==> src/source/tmd_pkg.sv <==
`default_nettype none

package tmd_pkg;

  localparam int unsigned ADDR_W       = 8;
  localparam int unsigned DATA_W       = 32;
  localparam int unsigned FIFO_DEPTH_W = 4;
  localparam int unsigned COUNT_W      = 24;
  localparam int unsigned RAM_WORDS    = 2 ** ADDR_W;
  localparam int unsigned FIFO_WORDS   = 2 ** FIFO_DEPTH_W;

  // One RAM write port
  typedef struct packed {
    logic              en;
    logic [ADDR_W-1:0] addr;
    logic [DATA_W-1:0] data;
  } ram_wr_t;

  // Streaming transfer command
  typedef struct packed {
    logic               enable;
    logic [ADDR_W-1:0]  addr;
    logic [COUNT_W-1:0] count;
    logic               inc;
    logic               dec;
    logic               flush;
  } xfer_cmd_t;

  // Expected successor in the test pattern with wrap at the RAM size
  function automatic logic [DATA_W-1:0] seq_next(input logic [DATA_W-1:0] value);
    return (value == DATA_W'(RAM_WORDS - 1)) ? '0 : value + 1'b1;
  endfunction

endpackage

`default_nettype wire

==> src/source/pingpong_fifo.sv <==
`timescale 1ns/1ps
`default_nettype none

module pingpong_fifo
  import tmd_pkg::*;
(
  input  wire logic               clk,
  input  wire logic               rst,
  output logic [1:0]              wr_ready,
  input  wire logic [1:0]         wr_activate,
  output logic [COUNT_W-1:0]      wr_size,
  input  wire logic               wr_strobe,
  input  wire logic [DATA_W-1:0]  wr_data,
  output logic                    rd_ready,
  input  wire logic               rd_activate,
  output logic [COUNT_W-1:0]      rd_count,
  output logic [DATA_W-1:0]       rd_data,
  input  wire logic               rd_strobe,
  output logic                    empty
);

  logic [DATA_W-1:0]       bank_mem [2][FIFO_WORDS];
  logic [FIFO_DEPTH_W:0]   fill_cnt [2];
  logic [1:0]              bank_used;
  logic [1:0]              committed;
  logic [1:0]              wr_act_q;
  logic                    rd_act_q;
  logic                    head;
  logic [FIFO_DEPTH_W-1:0] rd_ptr;
  logic                    wr_bank;
  logic                    wr_push;
  logic [1:0]              commit;
  logic                    release_bank;

  assign wr_bank      = wr_activate[1];
  assign wr_push      = (|wr_activate) && wr_strobe && !fill_cnt[wr_bank][FIFO_DEPTH_W];
  // Falling activate edges
  assign commit       = wr_act_q & ~wr_activate;
  assign release_bank = rd_act_q & ~rd_activate;

  // No bank is offered while held in reset
  assign wr_ready = rst ? 2'b00 : ~bank_used;
  assign wr_size  = COUNT_W'(FIFO_WORDS);
  assign rd_ready = committed[head] && !rd_act_q;
  assign rd_count = COUNT_W'(fill_cnt[head]);
  // Show-ahead head word
  assign rd_data  = bank_mem[head][rd_ptr];
  assign empty    = !(|bank_used) && !(|wr_activate);

  always_ff @(posedge clk) begin
    if (rst) begin
      bank_used   <= '0;
      committed   <= '0;
      wr_act_q    <= '0;
      rd_act_q    <= 1'b0;
      head        <= 1'b0;
      rd_ptr      <= '0;
      fill_cnt[0] <= '0;
      fill_cnt[1] <= '0;
    end else begin
      wr_act_q <= wr_activate;
      rd_act_q <= rd_activate;
      for (int i = 0; i < 2; i++) begin
        if (wr_activate[i]) begin
          bank_used[i] <= 1'b1;
        end
        // First committed bank becomes the head
        if (commit[i]) begin
          committed[i] <= 1'b1;
          if (!committed[1-i]) begin
            head <= 1'(i);
          end
        end
      end
      if (wr_push) begin
        fill_cnt[wr_bank] <= fill_cnt[wr_bank] + 1'b1;
      end
      if (rd_activate && rd_strobe) begin
        rd_ptr <= rd_ptr + 1'b1;
      end
      if (release_bank) begin
        bank_used[head] <= 1'b0;
        committed[head] <= 1'b0;
        fill_cnt[head]  <= '0;
        rd_ptr          <= '0;
        head            <= ~head;
      end
    end
  end

  always_ff @(posedge clk) begin
    if (wr_push) begin
      bank_mem[wr_bank][fill_cnt[wr_bank][FIFO_DEPTH_W-1:0]] <= wr_data;
    end
  end

endmodule

`default_nettype wire

==> config.mk <==
export PLATFORM = sky130hd
export DESIGN_NAME = pingpong_fifo
export DESIGN_NICKNAME = d
export VERILOG_FILES = /design/src/source/tmd_pkg.sv /design/src/source/pingpong_fifo.sv
export SDC_FILE = /design/constraint.sdc
export NUM_CORES = 1
export LEC_CHECK = 0
export ABC_AREA = 1
export BUFFER_PORTS_ARGS = -buffer_cell sky130_fd_sc_hd__buf_2
export CAP_MARGIN = 10
export CORE_MARGIN = 4
export CORE_UTILIZATION = 35
export DETAILED_ROUTE_END_ITERATION = 6
export PLACE_DENSITY = 0.62
export SLEW_MARGIN = 20
export SYNTH_ARGS = -nofsm -noshare
export SYNTH_HDL_FRONTEND = slang
export SYNTH_SLANG_ARGS = --single-unit
==> constraint.sdc <==
create_clock -name clk -period 4.47 [get_ports clk]
set_input_delay 0.6705 -clock clk [delete_from_list [all_inputs] [get_ports clk]]
set_output_delay 0.6705 -clock clk [all_outputs]
set_load 0.05 [all_outputs]
==> results.txt <==
Clock Power Share -> 0.396
Final Critical Period -> 3.96 ns
CP Launch Type -> flip-flop
Post-synth EDFFs -> 1024
fin. max-slew vios -> 0
Synth cell types -> 26
layout net count -> 3778
Num CTS Buffers -> 100
area of the multi-input gates -> 10300 um2
clk_lat worst skew -> 0.68 ns
P_leak -> 17.3 nW
drt first pass iters -> 5
count of final setup violators -> 0
global-route wire length before repair -> 167 mm
RSZ-0062 raised after global routing -> false
final hold vios -> 0
Seq pwr share -> 0.522
All-Layer GR Usage -> 0.172
Routed Antenna Nets -> 0
normalized max-slew margin -> 0.300
Yosys top cell area share -> 0.720
Initial Util -> 0.354
GRT overflow -> 0
die area -> 128000 um2
Worst EP required -> 3.80 ns
Syn Inst Count -> 3705
CTS root buf -> clkbuf_16
clk slew on worst S/H paths -> 0.06 ns
hold slack -> 0.240 ns
DR vias/cell -> 5.11
row count -> 127
Core Region -> 121000 um2
synth cell count leaders -> nand2_1 (1486), edfxtp_1 (1024), nand3_1 (773), buf_2 (128), buf_4 (68)
DIE HEIGHT -> 357 um
Gate power share -> 0.082
CTS-repair resized insts -> 0
Sink Count -> 1046
design area -> 48000 um2
H-tree depth -> 3
Layout area overhead -> 12.5%
synth top area cells -> edfxtp_1 (72%), nand2_1 (13%), nand3_1 (9.1%)
post-CTS setup buffers -> 0
kind of critical path -> flip-flop to output port
antenna violations before repair -> 6
largest area contributor in the netlist -> edfxtp_1
DP Area -> 44900 um2
layout cells sized above 1 -> 0.0889
VDD IR max -> 0.299 mV
NetSw -> 4.96 mW
Crit. End Element -> output port
Wirelength per Cell -> 20.6 um
mapped cell area -> 42700 um2
Post-DP HPWL -> 56.5 mm
largest net degree at the start of global routing -> 218
DR iter-0 viols -> 3343
f_max -> 0.252 GHz
sequential area share after synthesis -> 0.730
die width -> 357 um
RePlAce Congestion -> 0.800
DRC viols -> 0
total length of routed wires -> 112 mm
YS warnings -> 0
Power per Cell Area -> 432 nW/um2
number of global-route vias before repair -> 26300
total number of vias -> 27700
final period utilization -> 0.887
hold_buf cts -> 0
critical path arrival -> 3.29 ns
clk_skew -> 0.0191 ns
Sequential cell area -> 31200 um2
Synth Area per Inst -> 11.5 um2
number of I/O pins -> 123
CTS tree -> done
clk buf depth -> 3
status -> complete, no violations
Fillers -> 11300
setup_tns -> 0 ns
max-cap violation count -> 0
prevailing post-synth register cell -> edfxtp_1
min-delay worst type -> input port to flip-flop
post-synthesis async set-or-reset flop share -> 0
cell with the most instances after synthesis -> nand2_1
Sw Share -> 0.239
synthesized flop and latch total -> 1046
PortBufs -> 79
worst-margin pin slew -> 1.05 ns
CP max FO -> 85
Int Power -> 15.8 mW
power by group through the flow:
stage / Sequential, mW / Combinational (mW) / Clock (mW)
3_5_place_dp: 11.0 / 1.71 / 0
2_1_floorplan: 11.0 / 1.18 / 0
6_report: 10.8 / 1.71 / 8.22
3_3_place_gp: 11.0 / 1.69 / 0
5_1_grt: 10.8 / 1.88 / 8.75
4_1_cts: 10.8 / 1.72 / 8.34
final timing paths:
check                                     end  slack [ns]  cells after the start                         from
setup / recovery                  rd_data[14]        0.51                     10       rd_ptr[0]$_SDFFE_PP0P_
hold / removal            rd_act_q$_SDFF_PP0_        0.24                      3                  rd_activate
setup reg to reg   bank_mem[1][449]$_DFFE_PP_        1.83                      6  fill_cnt[0][0]$_SDFFE_PP0P_
hold reg to reg   fill_cnt[0][1]$_SDFFE_PP0P_        0.47                      2  fill_cnt[0][1]$_SDFFE_PP0P_
placed cells by master (no fill, tap or decap), types with 2 or more instances in the layout:
cell type / netlist / routed
a21oi_1: 19 / 19
buf_12: 0 / 24
buf_2: 128 / 79
buf_4: 68 / 53
bufinv_16: 0 / 7
clkbuf_1: 42 / 18
clkbuf_16: 0 / 103
clkinv_1: 1 / 26
clkinv_2: 0 / 25
conb_1: 2 / 43
dfxtp_1: 22 / 17
dfxtp_4: 0 / 4
diode_2: 0 / 2
edfxtp_1: 1024 / 1024
ha_1: 5 / 5
inv_1: 28 / 26
inv_6: 0 / 4
inv_8: 0 / 2
nand2_1: 1486 / 1486
nand3_1: 773 / 773
nor2_1: 18 / 18
nor3_1: 34 / 2
nor3_2: 0 / 32
nor4_1: 2 / 2
o21ai_0: 11 / 11
sequential cells by signal, summed over array words and instances (netlist names):
register	cells
bank_mem	1024
bank_used	2
committed	2
fill_cnt	10
head	1
rd_act_q	1
rd_ptr	4
wr_act_q	2
kinds of logic after synthesis:
kind of cell	synth area share
and+or+nand+nor	0.227
DFF	0.730
buffers and inverters	0.0366
AOI/OAI and AO/OA	0.00416
adders and majority gates	0.00146
other	0.000176
xor gates and xnor gates	0.000205
worst max-delay path: stages (launching register included):
cell,delay [ns]
dfxtp_4,0.73
inv_8,0.38
buf_12,0.32
nand3_1,0.13
nand3_1,0.08
nand2_1,0.12
nand2_1,0.06
nand2_1,0.09
nand2_1,0.05
nand2_1,0.25
buf_2,0.32
final cells by class:
cell class	count	area share
diodes	2	0.000104
clock buffers	121	0.0551
well taps	1612	0.0420
multi-input cells	2398	0.214
clock inverters	61	0.00995
repair buffers	156	0.0265
inverters	32	0.00294
flip-flops and latches	1046	0.650
stage by stage:
step | util | power [mW] | worst slack [ns] | std cells
floorplan | - | 12.2 | 0.119 | 3746
global placement | 0.372 | 12.7 | 0.953 | 5244
detailed placement | 0.372 | 12.8 | 0.953 | 5244
CTS | 0.398 | 20.9 | 0.489 | 5426
global route | 0.398 | 21.5 | 0.337 | 5427
finish | 0.398 | 20.8 | 0.506 | 5428
layer usage:
metal | part of all wire | vias to the layer above | track usage
li1 | - | 12900 | -
met5 | 0.00013 | - | 0
met4 | 0.025 | 2 | 0.0464
met3 | 0.081 | 182 | 0.0306
met2 | 0.45 | 1106 | 0.265
met1 | 0.44 | 13600 | 0.252
Power figures use the tool's default switching activity.
